`src/design/rename_pkg.sv`:
```
`default_nettype none

package rename_pkg;

    // physical and architectural register file sizes
    localparam int prf_count  = 64;
    localparam int arch_count = 32;

    typedef logic [5:0] prf_idx_t;
    typedef logic [4:0] arch_idx_t;

    // counts up to prf_count, so one bit wider than an index
    typedef logic [6:0] free_cnt_t;

    // one instruction entering rename
    typedef struct packed {
        logic      valid;
        logic      dst_en;
        arch_idx_t arch_dst;
        arch_idx_t arch_src0;
        arch_idx_t arch_src1;
    } rename_req_t;

    // physical registers handed back for one slot
    typedef struct packed {
        prf_idx_t prf_dst;
        prf_idx_t prf_stale;
        prf_idx_t prf_src0;
        prf_idx_t prf_src1;
    } rename_resp_t;

    // one retiring instruction
    typedef struct packed {
        logic      valid;
        logic      wr_reg_commit;
        arch_idx_t arch_dst;
        prf_idx_t  committed_prf;
        prf_idx_t  stale_prf;
    } commit_info_t;

    // apb register map
    localparam logic [7:0] reg_ctrl            = 8'h00;
    localparam logic [7:0] reg_free            = 8'h04;
    localparam logic [7:0] reg_committed_free  = 8'h08;
    localparam logic [7:0] reg_alloc_count     = 8'h0C;
    localparam logic [7:0] reg_recover_count   = 8'h10;

endpackage

`default_nettype wire
```
`src/design/rename_top.sv`:
```
`timescale 1ns/10ps
`default_nettype none

module rename_top (
    input  wire                           clk,
    input  wire                           rst,
    input  wire [7:0]                     paddr,
    input  wire                           psel,
    input  wire                           penable,
    input  wire                           pwrite,
    input  wire [31:0]                    pwdata,
    output logic [31:0]                   prdata,
    output logic                          pready,
    output logic                          pslverr,
    input  wire rename_pkg::rename_req_t  req_0,
    input  wire rename_pkg::rename_req_t  req_1,
    input  wire                           pause,
    input  wire                           recover,
    input  wire rename_pkg::commit_info_t commit_0,
    input  wire rename_pkg::commit_info_t commit_1,
    output rename_pkg::rename_resp_t      resp_0,
    output rename_pkg::rename_resp_t      resp_1,
    output logic                          allocatable
);

    logic                  stall;
    logic                  want_0;
    logic                  want_1;
    logic                  alloc_0;
    logic                  alloc_1;
    rename_pkg::prf_idx_t  new_prf_0;
    rename_pkg::prf_idx_t  new_prf_1;
    rename_pkg::free_cnt_t free_count;
    rename_pkg::free_cnt_t committed_free_count;

    rename_csr rename_csr_inst (
        .clk                  (clk),
        .rst                  (rst),
        .paddr                (paddr),
        .psel                 (psel),
        .penable              (penable),
        .pwrite               (pwrite),
        .pwdata               (pwdata),
        .prdata               (prdata),
        .pready               (pready),
        .pslverr              (pslverr),
        .pause                (pause),
        .recover              (recover),
        .alloc_0              (alloc_0),
        .alloc_1              (alloc_1),
        .free_count           (free_count),
        .committed_free_count (committed_free_count),
        .stall                (stall)
    );

    free_list free_list_inst (
        .clk                  (clk),
        .rst                  (rst),
        .recover              (recover),
        .stall                (stall),
        .want_0               (want_0),
        .want_1               (want_1),
        .commit_0             (commit_0),
        .commit_1             (commit_1),
        .new_prf_0            (new_prf_0),
        .new_prf_1            (new_prf_1),
        .alloc_0              (alloc_0),
        .alloc_1              (alloc_1),
        .allocatable          (allocatable),
        .free_count           (free_count),
        .committed_free_count (committed_free_count)
    );

    rename_map rename_map_inst (
        .clk         (clk),
        .rst         (rst),
        .recover     (recover),
        .stall       (stall),
        .allocatable (allocatable),
        .req_0       (req_0),
        .req_1       (req_1),
        .new_prf_0   (new_prf_0),
        .new_prf_1   (new_prf_1),
        .commit_0    (commit_0),
        .commit_1    (commit_1),
        .resp_0      (resp_0),
        .resp_1      (resp_1),
        .want_0      (want_0),
        .want_1      (want_1)
    );

endmodule

`default_nettype wire

```
`src/design/rename_csr.sv`:
```
`timescale 1ns/10ps
`default_nettype none

module rename_csr (
    input  wire                        clk,
    input  wire                        rst,
    input  wire [7:0]                  paddr,
    input  wire                        psel,
    input  wire                        penable,
    input  wire                        pwrite,
    input  wire [31:0]                 pwdata,
    output logic [31:0]                prdata,
    output logic                       pready,
    output logic                       pslverr,
    input  wire                        pause,
    input  wire                        recover,
    input  wire                        alloc_0,
    input  wire                        alloc_1,
    input  wire rename_pkg::free_cnt_t free_count,
    input  wire rename_pkg::free_cnt_t committed_free_count,
    output logic                       stall
);

    logic        hold;
    logic [31:0] alloc_count;
    logic [31:0] recover_count;
    logic        access;
    logic        addr_hit;

    // no wait states
    assign pready = 1'b1;
    assign access = psel && penable;

    always_comb begin
        prdata   = '0;
        addr_hit = 1'b1;
        case (paddr)
            rename_pkg::reg_ctrl:           prdata = {31'b0, hold};
            rename_pkg::reg_free:           prdata = {25'b0, free_count};
            rename_pkg::reg_committed_free: prdata = {25'b0, committed_free_count};
            rename_pkg::reg_alloc_count:    prdata = alloc_count;
            rename_pkg::reg_recover_count:  prdata = recover_count;
            default:                        addr_hit = 1'b0;
        endcase
    end

    assign pslverr = access && !addr_hit;

    // only the hold bit is writable
    always_ff @(posedge clk) begin
        if (rst) begin
            hold <= 1'b0;
        end else if (access && pwrite && paddr == rename_pkg::reg_ctrl) begin
            hold <= pwdata[0];
        end
    end

    always_ff @(posedge clk) begin
        if (rst) begin
            alloc_count   <= '0;
            recover_count <= '0;
        end else begin
            alloc_count   <= alloc_count + 32'(alloc_0) + 32'(alloc_1);
            recover_count <= recover_count + 32'(recover);
        end
    end

    assign stall = pause || hold;

endmodule

`default_nettype wire

```
`src/design/rename_map.sv`:
```
`timescale 1ns/10ps
`default_nettype none

module rename_map (
    input  wire                           clk,
    input  wire                           rst,
    input  wire                           recover,
    input  wire                           stall,
    input  wire                           allocatable,
    input  wire rename_pkg::rename_req_t  req_0,
    input  wire rename_pkg::rename_req_t  req_1,
    input  wire rename_pkg::prf_idx_t     new_prf_0,
    input  wire rename_pkg::prf_idx_t     new_prf_1,
    input  wire rename_pkg::commit_info_t commit_0,
    input  wire rename_pkg::commit_info_t commit_1,
    output rename_pkg::rename_resp_t      resp_0,
    output rename_pkg::rename_resp_t      resp_1,
    output logic                          want_0,
    output logic                          want_1
);

    rename_pkg::prf_idx_t spec_map [rename_pkg::arch_count];
    rename_pkg::prf_idx_t comm_map [rename_pkg::arch_count];
    rename_pkg::prf_idx_t comm_next [rename_pkg::arch_count];

    logic do_alloc_0;
    logic do_alloc_1;

    assign want_0 = req_0.valid && req_0.dst_en;
    assign want_1 = req_1.valid && req_1.dst_en;

    // same grant condition as the free list
    assign do_alloc_0 = want_0 && allocatable && !stall && !recover;
    assign do_alloc_1 = want_1 && allocatable && !stall && !recover;

    // slot 0 reads the map as it stands
    assign resp_0.prf_dst   = new_prf_0;
    assign resp_0.prf_stale = spec_map[req_0.arch_dst];
    assign resp_0.prf_src0  = spec_map[req_0.arch_src0];
    assign resp_0.prf_src1  = spec_map[req_0.arch_src1];

    // slot 1 sees slot 0's rename first
    assign resp_1.prf_dst   = new_prf_1;
    assign resp_1.prf_stale = (want_0 && req_0.arch_dst == req_1.arch_dst)
                            ? new_prf_0 : spec_map[req_1.arch_dst];
    assign resp_1.prf_src0  = (want_0 && req_0.arch_dst == req_1.arch_src0)
                            ? new_prf_0 : spec_map[req_1.arch_src0];
    assign resp_1.prf_src1  = (want_0 && req_0.arch_dst == req_1.arch_src1)
                            ? new_prf_0 : spec_map[req_1.arch_src1];

    // commit_1 is younger and wins a shared arch_dst
    always_comb begin
        comm_next = comm_map;
        if (commit_0.valid && commit_0.wr_reg_commit) begin
            comm_next[commit_0.arch_dst] = commit_0.committed_prf;
        end
        if (commit_1.valid && commit_1.wr_reg_commit) begin
            comm_next[commit_1.arch_dst] = commit_1.committed_prf;
        end
    end

    always_ff @(posedge clk) begin
        if (rst) begin
            comm_map <= '{default: '0};
        end else begin
            comm_map <= comm_next;
        end
    end

    always_ff @(posedge clk) begin
        if (rst) begin
            spec_map <= '{default: '0};
        end else if (recover) begin
            spec_map <= comm_next;
        end else begin
            if (do_alloc_0) begin
                spec_map[req_0.arch_dst] <= new_prf_0;
            end
            // slot 1 written last, so it wins a shared destination
            if (do_alloc_1) begin
                spec_map[req_1.arch_dst] <= new_prf_1;
            end
        end
    end

endmodule

`default_nettype wire

```
`src/design/free_list.sv`:
```
`timescale 1ns/10ps
`default_nettype none

module free_list (
    input  wire                           clk,
    input  wire                           rst,
    input  wire                           recover,
    input  wire                           stall,
    input  wire                           want_0,
    input  wire                           want_1,
    input  wire rename_pkg::commit_info_t commit_0,
    input  wire rename_pkg::commit_info_t commit_1,
    output rename_pkg::prf_idx_t          new_prf_0,
    output rename_pkg::prf_idx_t          new_prf_1,
    output logic                          alloc_0,
    output logic                          alloc_1,
    output logic                          allocatable,
    output rename_pkg::free_cnt_t         free_count,
    output rename_pkg::free_cnt_t         committed_free_count
);

    localparam int n = rename_pkg::prf_count;

    // 1 = busy, 0 = free
    logic [n-1:0] spec_busy;
    logic [n-1:0] comm_busy;
    logic [n-1:0] busy_after_0;
    logic [n-1:0] spec_next;
    logic [n-1:0] comm_next;

    logic found_0;
    logic found_1;
    logic rel_0;
    logic rel_1;
    logic new_0;
    logic new_1;

    rename_pkg::prf_idx_t  idx_0;
    rename_pkg::prf_idx_t  idx_1;
    rename_pkg::free_cnt_t need;
    rename_pkg::free_cnt_t spec_cnt_next;
    rename_pkg::free_cnt_t comm_cnt_next;

    function automatic logic [n-1:0] bit_of(input rename_pkg::prf_idx_t idx);
        logic [n-1:0] v;
        v      = '0;
        v[idx] = 1'b1;
        return v;
    endfunction

    function automatic logic commit_writes(input rename_pkg::commit_info_t c);
        return c.valid && c.wr_reg_commit;
    endfunction

    free_reg_finder finder_0 (
        .busy  (spec_busy),
        .found (found_0),
        .idx   (idx_0)
    );

    // slot 1 searches with slot 0's pick already taken
    assign busy_after_0 = want_0 ? (spec_busy | bit_of(idx_0)) : spec_busy;

    free_reg_finder finder_1 (
        .busy  (busy_after_0),
        .found (found_1),
        .idx   (idx_1)
    );

    assign new_prf_0 = idx_0;
    assign new_prf_1 = idx_1;

    assign need = rename_pkg::free_cnt_t'(want_0) + rename_pkg::free_cnt_t'(want_1);

    assign allocatable = (need <= free_count) && (!want_0 || found_0) && (!want_1 || found_1);

    assign alloc_0 = want_0 && allocatable && !stall && !recover;
    assign alloc_1 = want_1 && allocatable && !stall && !recover;

    // commits that hand a register back vs. first writes of an arch reg
    assign rel_0 = commit_writes(commit_0) && (commit_0.stale_prf != '0);
    assign rel_1 = commit_writes(commit_1) && (commit_1.stale_prf != '0);
    assign new_0 = commit_writes(commit_0) && (commit_0.stale_prf == '0);
    assign new_1 = commit_writes(commit_1) && (commit_1.stale_prf == '0);

    // committed copy: stale goes free, committed reg becomes busy
    always_comb begin
        comm_next = comm_busy;
        if (commit_writes(commit_0)) begin
            comm_next = (comm_next & ~bit_of(commit_0.stale_prf)) | bit_of(commit_0.committed_prf);
        end
        if (commit_writes(commit_1)) begin
            comm_next = (comm_next & ~bit_of(commit_1.stale_prf)) | bit_of(commit_1.committed_prf);
        end
        comm_next[0] = 1'b1;

        comm_cnt_next = committed_free_count
                      - rename_pkg::free_cnt_t'(new_0)
                      - rename_pkg::free_cnt_t'(new_1);
    end

    // speculative copy: grants first, then commit freeing
    always_comb begin
        spec_next = spec_busy;
        if (alloc_0) begin
            spec_next = spec_next | bit_of(idx_0);
        end
        if (alloc_1) begin
            spec_next = spec_next | bit_of(idx_1);
        end
        if (commit_writes(commit_0)) begin
            spec_next = spec_next & ~bit_of(commit_0.stale_prf);
        end
        if (commit_writes(commit_1)) begin
            spec_next = spec_next & ~bit_of(commit_1.stale_prf);
        end
        spec_next[0] = 1'b1;

        spec_cnt_next = free_count
                      - rename_pkg::free_cnt_t'(alloc_0)
                      - rename_pkg::free_cnt_t'(alloc_1)
                      + rename_pkg::free_cnt_t'(rel_0)
                      + rename_pkg::free_cnt_t'(rel_1);
    end

    always_ff @(posedge clk) begin
        if (rst) begin
            comm_busy            <= bit_of('0);
            committed_free_count <= rename_pkg::free_cnt_t'(n - 1);
        end else begin
            comm_busy            <= comm_next;
            committed_free_count <= comm_cnt_next;
        end
    end

    // recover takes the committed state including this cycle's commits
    always_ff @(posedge clk) begin
        if (rst) begin
            spec_busy  <= bit_of('0);
            free_count <= rename_pkg::free_cnt_t'(n - 1);
        end else if (recover) begin
            spec_busy  <= comm_next;
            free_count <= comm_cnt_next;
        end else begin
            spec_busy  <= spec_next;
            free_count <= spec_cnt_next;
        end
    end

endmodule

`default_nettype wire

```
`src/design/free_reg_finder.sv`:
```
`timescale 1ns/10ps
`default_nettype none

module free_reg_finder (
    input  wire [rename_pkg::prf_count-1:0] busy,
    output logic                            found,
    output rename_pkg::prf_idx_t            idx
);

    // scan from the top so the lowest clear bit is the last one written
    always_comb begin
        found = 1'b0;
        idx   = '0;
        for (int i = rename_pkg::prf_count - 1; i >= 0; i--) begin
            if (!busy[i]) begin
                found = 1'b1;
                idx   = rename_pkg::prf_idx_t'(i);
            end
        end
    end

endmodule

`default_nettype wire

```
`config.mk`:
```
export PLATFORM = sky130hd
export DESIGN_NAME = rename_top
export DESIGN_NICKNAME = d
export VERILOG_FILES = /design/src/design/rename_pkg.sv /design/src/design/rename_top.sv /design/src/design/rename_csr.sv /design/src/design/rename_map.sv /design/src/design/free_list.sv /design/src/design/free_reg_finder.sv
export SDC_FILE = /design/constraint.sdc
export NUM_CORES = 2
export LEC_CHECK = 0
export BUFFER_PORTS_ARGS = -buffer_cell sky130_fd_sc_hd__buf_2
export CAP_MARGIN = 5
export CORE_MARGIN = 1
export CORE_UTILIZATION = 40
export CTS_CLUSTER_SIZE = 24
export DETAILED_ROUTE_END_ITERATION = 16
export PLACE_DENSITY = 0.6
export SLEW_MARGIN = 20
export SYNTH_ARGS = -nofsm -noshare
export SYNTH_HDL_FRONTEND = slang
export SYNTH_SLANG_ARGS = --single-unit
```
`constraint.sdc`:
```
create_clock -name clk -period 7.5 [get_ports clk]
set_input_delay 0.375 -clock clk [delete_from_list [all_inputs] [get_ports clk]]
set_output_delay 0.375 -clock clk [all_outputs]
set_load 0.1 [all_outputs]
```
# Word-level counts from Yosys, hierarchy flattened
# Index checks and enable logic that the tools add are counted.
[totals]
regBits = 591
out_inout_bits = 83
word_cells = 498
[classes]
n_addsub = 10
magnitude_cmp = 25
eq_ne = 7
muxes = 319
n_bitwise = 18
n_reduce_logical = 47
[op_table]
columns = ["op", "count"]
rows = [
  ["$mux 192", 7],
  ["$mux 6", 147],
  ["$bwmux 192", 4],
  ["$mux 64", 8],
  ["$and 64x64->64", 4],
  ["$or 64x64->64", 4],
  ["$bmux 6 s5", 6],
  ["$pmux 32 s5", 1],
  ["$mux 1", 135],
  ["$not 64->64", 2],
  ["$demux 6 s5", 4],
  ["$add 32x1->32", 3],
  ["$ge 6x6->1 const B", 8],
  ["$not 5->6", 8],
  ["$lt 6x7->1 const B", 6],
  ["$demux 1 s6", 6],
  ["$ge 6x1->1 const B", 6],
  ["$logic_and 1x1->1", 33],
  ["$sub 7x1->7", 4],
  ["$lt 6x1->1 const B", 4],
  ["$eq 8x4->1 const B", 2],
  ["$eq 5x5->1", 3],
  ["$add 7x1->7", 2],
  ["$logic_not 6->1", 2],
  ["other kinds (10)", 17],
]

# Depth between registers and ports, before layout
[depth]
ltp_word = 147
ltp_mapped = 29
ltp_nobuf = 25

# Hierarchy
# From an unflattened synthesis, not the netlist that was laid out.
[unflattened]
cells_unflattened = 4767
area_unflattened_um2 = 43402.9
[modules_own_cells]
columns = ["mod", "instances", "cells_each", "area_per_inst_um2", "seq_area_each_um2"]
rows = [
  ["rename_map", 1, 2939, 29126.7, 7687.4],
  ["free_list", 1, 1132, 9168.8, 2802.7],
  ["rename_csr", 1, 408, 3470.8, 1301.2],
  ["free_reg_finder", 2, 144, 818.3, 0.0],
]

# Worst setup path before layout
# No wires, ideal clock.
[synth_timing]
kind = "reg2reg"
startpoint = "reg free_list_inst.spec_busy[30]"
endpoint = "reg free_list_inst.free_count[6]"
setup_ns = 0.133
arrival_time_ns = 5.568
required_ns = 7.367
path_slack_ns = 1.799
path_stages_with_launch = 27
path_buffers = 4
synth_period_minus_slack_ns = 5.701
cell_sequence = "dfxtp_1 buf_2 nand4_1 or3_1 a211o_1 nand3_2 inv_4 nor4_4 maj3_1 nand3_2 or4_4 nor3_4 buf_4 a21oi_2 buf_4 buf_2 inv_1 fa_1 fa_1 ha_1 a21oi_1 o21bai_1 a21oi_1 nor2_1 nor2_1 xnor2_1 a21oi_1"
[synth_between]
elab_chain_cells = 111
elab_cells_between_ends = 148
[synth_rtl]
columns = ["element", "line", "text"]
rows = [
  ["start: declaration", "free_list.sv:25", "logic [n-1:0] spec_busy;"],
  ["start signal: assignment", "free_list.sv:139", "spec_busy <= bit_of('0);"],
  ["start signal: assignment", "free_list.sv:142", "spec_busy <= comm_next;"],
  ["start signal: assignment", "free_list.sv:145", "spec_busy <= spec_next;"],
  ["$mux 6 (31 in series)", "free_reg_finder.sv:15", "if (!busy[i]) begin"],
  ["$lt 6x7->1 (not written as such) / $ge 6x1->1 (equally long branches)", "free_list.sv:47", "v[idx] = 1'b1;"],
  ["$logic_and 1x1->1 (not written as such)", "free_list.sv:47", ""],
  ["$mux 1 (not written as such)", "free_list.sv:47", ""],
  ["$demux 1 s6", "n/a", ""],
  ["$or 64x64->64", "free_list.sv:62", "assign busy_after_0 = want_0 ? (spec_busy | bit_of(idx_0)) : spec_busy;"],
  ["$mux 64", "free_list.sv:62", ""],
  ["$mux 1 (64 in series)", "free_reg_finder.sv:15", ""],
  ["$logic_or 1x1->1", "free_list.sv:75", "assign allocatable = (need <= free_count) && (!want_0 || found_0) && (!want_1 || found_1);"],
  ["$logic_and 1x1->1 (*)", "free_list.sv:75", ""],
  ["$logic_and 1x1->1 (3 in series)", "free_list.sv:77", "assign alloc_0 = want_0 && allocatable && !stall && !recover;"],
  ["$sub 7x1->7", "free_list.sv:120", "- rename_pkg::free_cnt_t'(alloc_0)"],
  ["$sub 7x1->7 (*)", "free_list.sv:121", "- rename_pkg::free_cnt_t'(alloc_1)"],
  ["$add 7x1->7 (*)", "free_list.sv:122", "+ rename_pkg::free_cnt_t'(rel_0)"],
  ["$add 7x1->7 (*)", "free_list.sv:123", "+ rename_pkg::free_cnt_t'(rel_1);"],
  ["$mux 7 (*)", "free_list.sv:141", "end else if (recover) begin"],
  ["end signal: assignment", "free_list.sv:140", "free_count <= rename_pkg::free_cnt_t'(n - 1);"],
  ["end signal: assignment", "free_list.sv:143", "free_count <= comm_cnt_next;"],
  ["end signal: assignment", "free_list.sv:146", "free_count <= spec_cnt_next;"],
  ["end: declaration", "free_list.sv:18", "output rename_pkg::free_cnt_t free_count,"],
]
# Mark *: on every way between the ends. The rest lies on a longest branch, timed or not.
# A chain may end at the register's enable or synchronous reset.

==> impl_metrics.py <==
metrics = {
    "clocking": {
        "clkLatencyLatePin_ns": 0.68,
        "ctsResizeCount": 0,
        "clkSinkCount": 589,
        "cts_buffers": 70,
        "clk_pin_slew_ns": 0.06,
        "clockRootBuffer": "clkbuf_16",
        "clk_path_buf_depth": 3,
        "cts_tree": "built",
        "h-tree-depth": 3,
    },
    "pwr": {
        "leakage_uw": 0.01683,
        "pwr-share-clk_pct": 46.8,
        "p_int_uw": 5560,
        "swShare_pct": 28.92,
        "seq_power_share_pct": 41.2,
        "power_frac_comb_pct": 12.1,
        "power.switching_uw": 2262,
        "vdd_ir_drop_max_v": 0.0001502,
        "p_per_area_nw_per_um2": 162.3,
    },
    "synth": {
        "avgSynthCellArea_um2": 8.728,
        "syn_nets": 5151,
        "ys_warn_count": 0,
        "netlist_area_um2": 43710,
        "synth_cells": 5008,
        "synth_edf_count": 0,
        "synth-seq-cells": 589,
        "synthDistinctLibCells": 105,
        "synth_ff_type": "dfxtp_1",
        "synth-async-reset-ratio_pct": 0,
        "yosysSeqAreaShare_pct": 26.98,
    },
    "sta": {
        "slew-limit-headroom_pct": 18.10,
        "clock_skew_ns": 0.04295,
        "report.final.hold_viol_count": 0,
        "post-route-period-util_pct": 94.03,
        "tightest_slew_ns": 1.227,
        "rsz0062_at_grt": "no",
        "drv_slew": 0,
        "setup_viol": 0,
        "max_freq_ghz": 0.1418,
        "period_needed_ns": 7.052,
        "final.setup.tns_ns": 0,
        "whs_ns": 0.1215,
    },
    "setup_path": {
        "rr_worst_depth": 20,
        "cpMaxStageDelayCell": "a21oi_1",
        "cpPeakStageDelay_ns": 0.76,
        "crit_chain": "nand4_1 -> a211oi_1 -> a21o_1 -> nand3_2 -> buf_4 -> a21oi_1 -> nand3_1 -> a21o_1 -> or4bb_1 -> nor4_1 -> o311ai_1 -> a21boi_1 -> buf_4 -> nor2_4 -> inv_1 -> buf_12",
        "path_buf_inv": 4,
        "r2r_end": "rename_csr_inst.alloc_count[8]",
        "critPathArrivalTime_ns": 6.68,
        "r2r_slack_ns": 0.61,
        "crit_family": "compound AO/OA/AOI/OAI gates",
        "r2r-start": "free_list_inst.spec_busy[10]",
        "cp-end-kind": "output pin",
        "required_ns": 7.12,
        "worstPathMaxFanout": 21,
        "crit_type": "flop to output pin",
        "cp-start-kind": "flop",
    },
    "floorplanning": {
        "start_util_pct": 40.60,
        "die-area_um2": 110600,
        "die_w_um": 332.6,
        "die_h_um": 332.6,
        "fp-row-count": 120,
        "coreArea_um2": 107700,
        "pin_count": 202,
    },
    "detailed_routing": {
        "dr.pass1.iters": 6,
        "drc": 0,
        "antenna_left": 0,
        "viasPerCell": 7.179,
        "vias": 45780,
        "first_iter_violations": 7592,
        "wirelength_mm": 216.6,
        "wl_per_cell_um": 33.96,
    },
    "global_routing": {
        "grt_pass1_vias": 41720,
        "grt_use_total_pct": 37.79,
        "antenna_found_initial": 10,
        "grt-ovfl-total": 0,
        "grt_pass1_wl_mm": 307.0,
        "grt_max_degree": 142,
    },
    "worst_hold_path": {
        "hp-class": "input port to flop",
        "whs_path_depth": 4,
        "min_from": "pwrite",
        "hold_end": "rename_csr_inst.hold",
    },
    "placement": {
        "gp_congestion": 1.063,
        "dp_hpwl_mm": 152.0,
        "portBuffers": 169,
    },
    "final_layout": {
        "syn_to_final_growth_pct": 10.30,
        "finalNetCount": 5060,
        "layout_commonest_cell": "dfxtp_1",
        "drive_gt1_share_pct": 18.04,
        "final_cell_mix": "589 x dfxtp_1, 539 x nor2_1, 528 x nand2_1, 336 x mux4_2, 293 x mux2i_1",
    },
    "run_status": {
        "outcome": "finished clean",
    },
    "job": {
        "maxCapViolCount": 0,
    },
}
worst reg2reg max path, cell delays in order, from the launching register on:
cell and delay, ns:
dfxtp_1 0.49, nand4_1 0.37, a211oi_1 0.65, a21o_1 0.26, nand3_2 0.24, buf_4 0.40, a21oi_1 0.77, a221oi_1 0.27
a31oi_1 0.40, and2_1 0.30, nand3_1 0.18, o21a_1 0.28, inv_2 0.14, buf_4 0.57, fa_1 0.37, inv_1 0.07
ha_1 0.22, and2_1 0.38, nand3_1 0.20, xor2_1 0.16, nor2_1 0.05
how the worst max path moves through the flow:
stage                            startpoint                              end  slack [ns]  cells after the start
6_report       free_list_inst.spec_busy[10]                       resp_1[18]        0.45                     16
5_1_grt        free_list_inst.spec_busy[17]                       resp_1[18]        0.29                     16
4_1_cts        free_list_inst.spec_busy[10]                       resp_1[18]        0.61                     16
3_5_place_dp   free_list_inst.spec_busy[10]  rename_csr_inst.alloc_count[22]        0.84                     20
3_3_place_gp   free_list_inst.spec_busy[10]   rename_csr_inst.alloc_count[6]        0.93                     20
2_1_floorplan  free_list_inst.spec_busy[30]     free_list_inst.free_count[6]        1.80                     26
synthesized netlist by cell type, drive strengths merged, types with 77 or more instances:
| library cell | instances | share of area (%) |
|---|---|---|
| nand2 | 528 | 4.5 |
| o211ai | 77 | 1.3 |
| clkbuf | 340 | 2.9 |
| a22oi | 89 | 1.5 |
| a21oi | 286 | 3.3 |
| a22o | 148 | 3.0 |
| nor2 | 544 | 4.7 |
| a211oi | 217 | 3.8 |
| nor3 | 137 | 1.7 |
| dfxtp | 589 | 27 |
| nand3 | 173 | 2.0 |
| mux2i | 293 | 6.7 |
| mux4 | 336 | 17 |
| o21ai | 150 | 1.7 |
| buf | 128 | 1.3 |
state kept, by name, indices dropped and copies added (netlist names):
register	cells
rename_csr_inst.recover_count	32
rename_map_inst.comm_map	192
rename_csr_inst.alloc_count	32
free_list_inst.free_count	7
rename_csr_inst.hold	1
rename_map_inst.spec_map	192
free_list_inst.committed_free_count	7
free_list_inst.comm_busy	63
free_list_inst.spec_busy	63
logic make-up after synthesis:
group | share of synthesized area, %
AND/OR/NAND/NOR | 19.03
AO/OA/AOI/OAI | 22.11
multiplexers | 24.46
flip-flops | 26.98
buffers and inverters | 4.844
XOR/XNOR | 1.563
adder cells (fa/ha/maj) | 1.005
other | 0.008580
power by group through the flow:
stage	Combinational [uW]	Sequential, uW	Clock (uW)
3_3_place_gp	899	3280	0
6_report	943	3220	3660
5_1_grt	965	3220	3780
2_1_floorplan	593	3250	0
4_1_cts	904	3210	3660
3_5_place_dp	901	3280	0
stage by stage:
stage                     instance area [um^2]  util, %  std cells  total power [uW]  setup WS, ns
final                                    48210    44.78       6377              7822        0.4476
after global routing                     48210    44.78       6376              7962        0.2862
after CTS                                48160    44.74       6376              7774        0.6109
after detailed placement                 45730    42.48       6247              4185        0.8366
after global placement                   45730    42.48       6247              4181        0.9251
after floorplan                          43710        -       5008              3845         1.799
what timing repair did:
action	4_1_cts	5_1_grt
buffers inserted	0	0
hold buffers	1	0
endpoints found under the hold margin	1	0
cell type report:
type                            instances  area (um^2)
Antenna cell                            1        2.502
Clock buffer                          110         2156
Clock inverter                         18        269.0
Fill cell                           10380        59440
Inverter                               71        269.0
Multi-Input combinational cell       3880        30040
Sequential cell                       589        11790
Tap cell                             1403         1755
Timing Repair Buffer                  305         1931
layer usage:
layer | vias to the layer above | share of wire (%) | global-route usage, %
met5 | - | 0.037 | 0
met4 | 12 | 5.0 | 16.58
met3 | 675 | 16 | 15.86
met2 | 3818 | 40 | 52.55
met1 | 22230 | 39 | 50.59
li1 | 19050 | - | -
No activity file was read; power rests on OpenSTA's default activity.
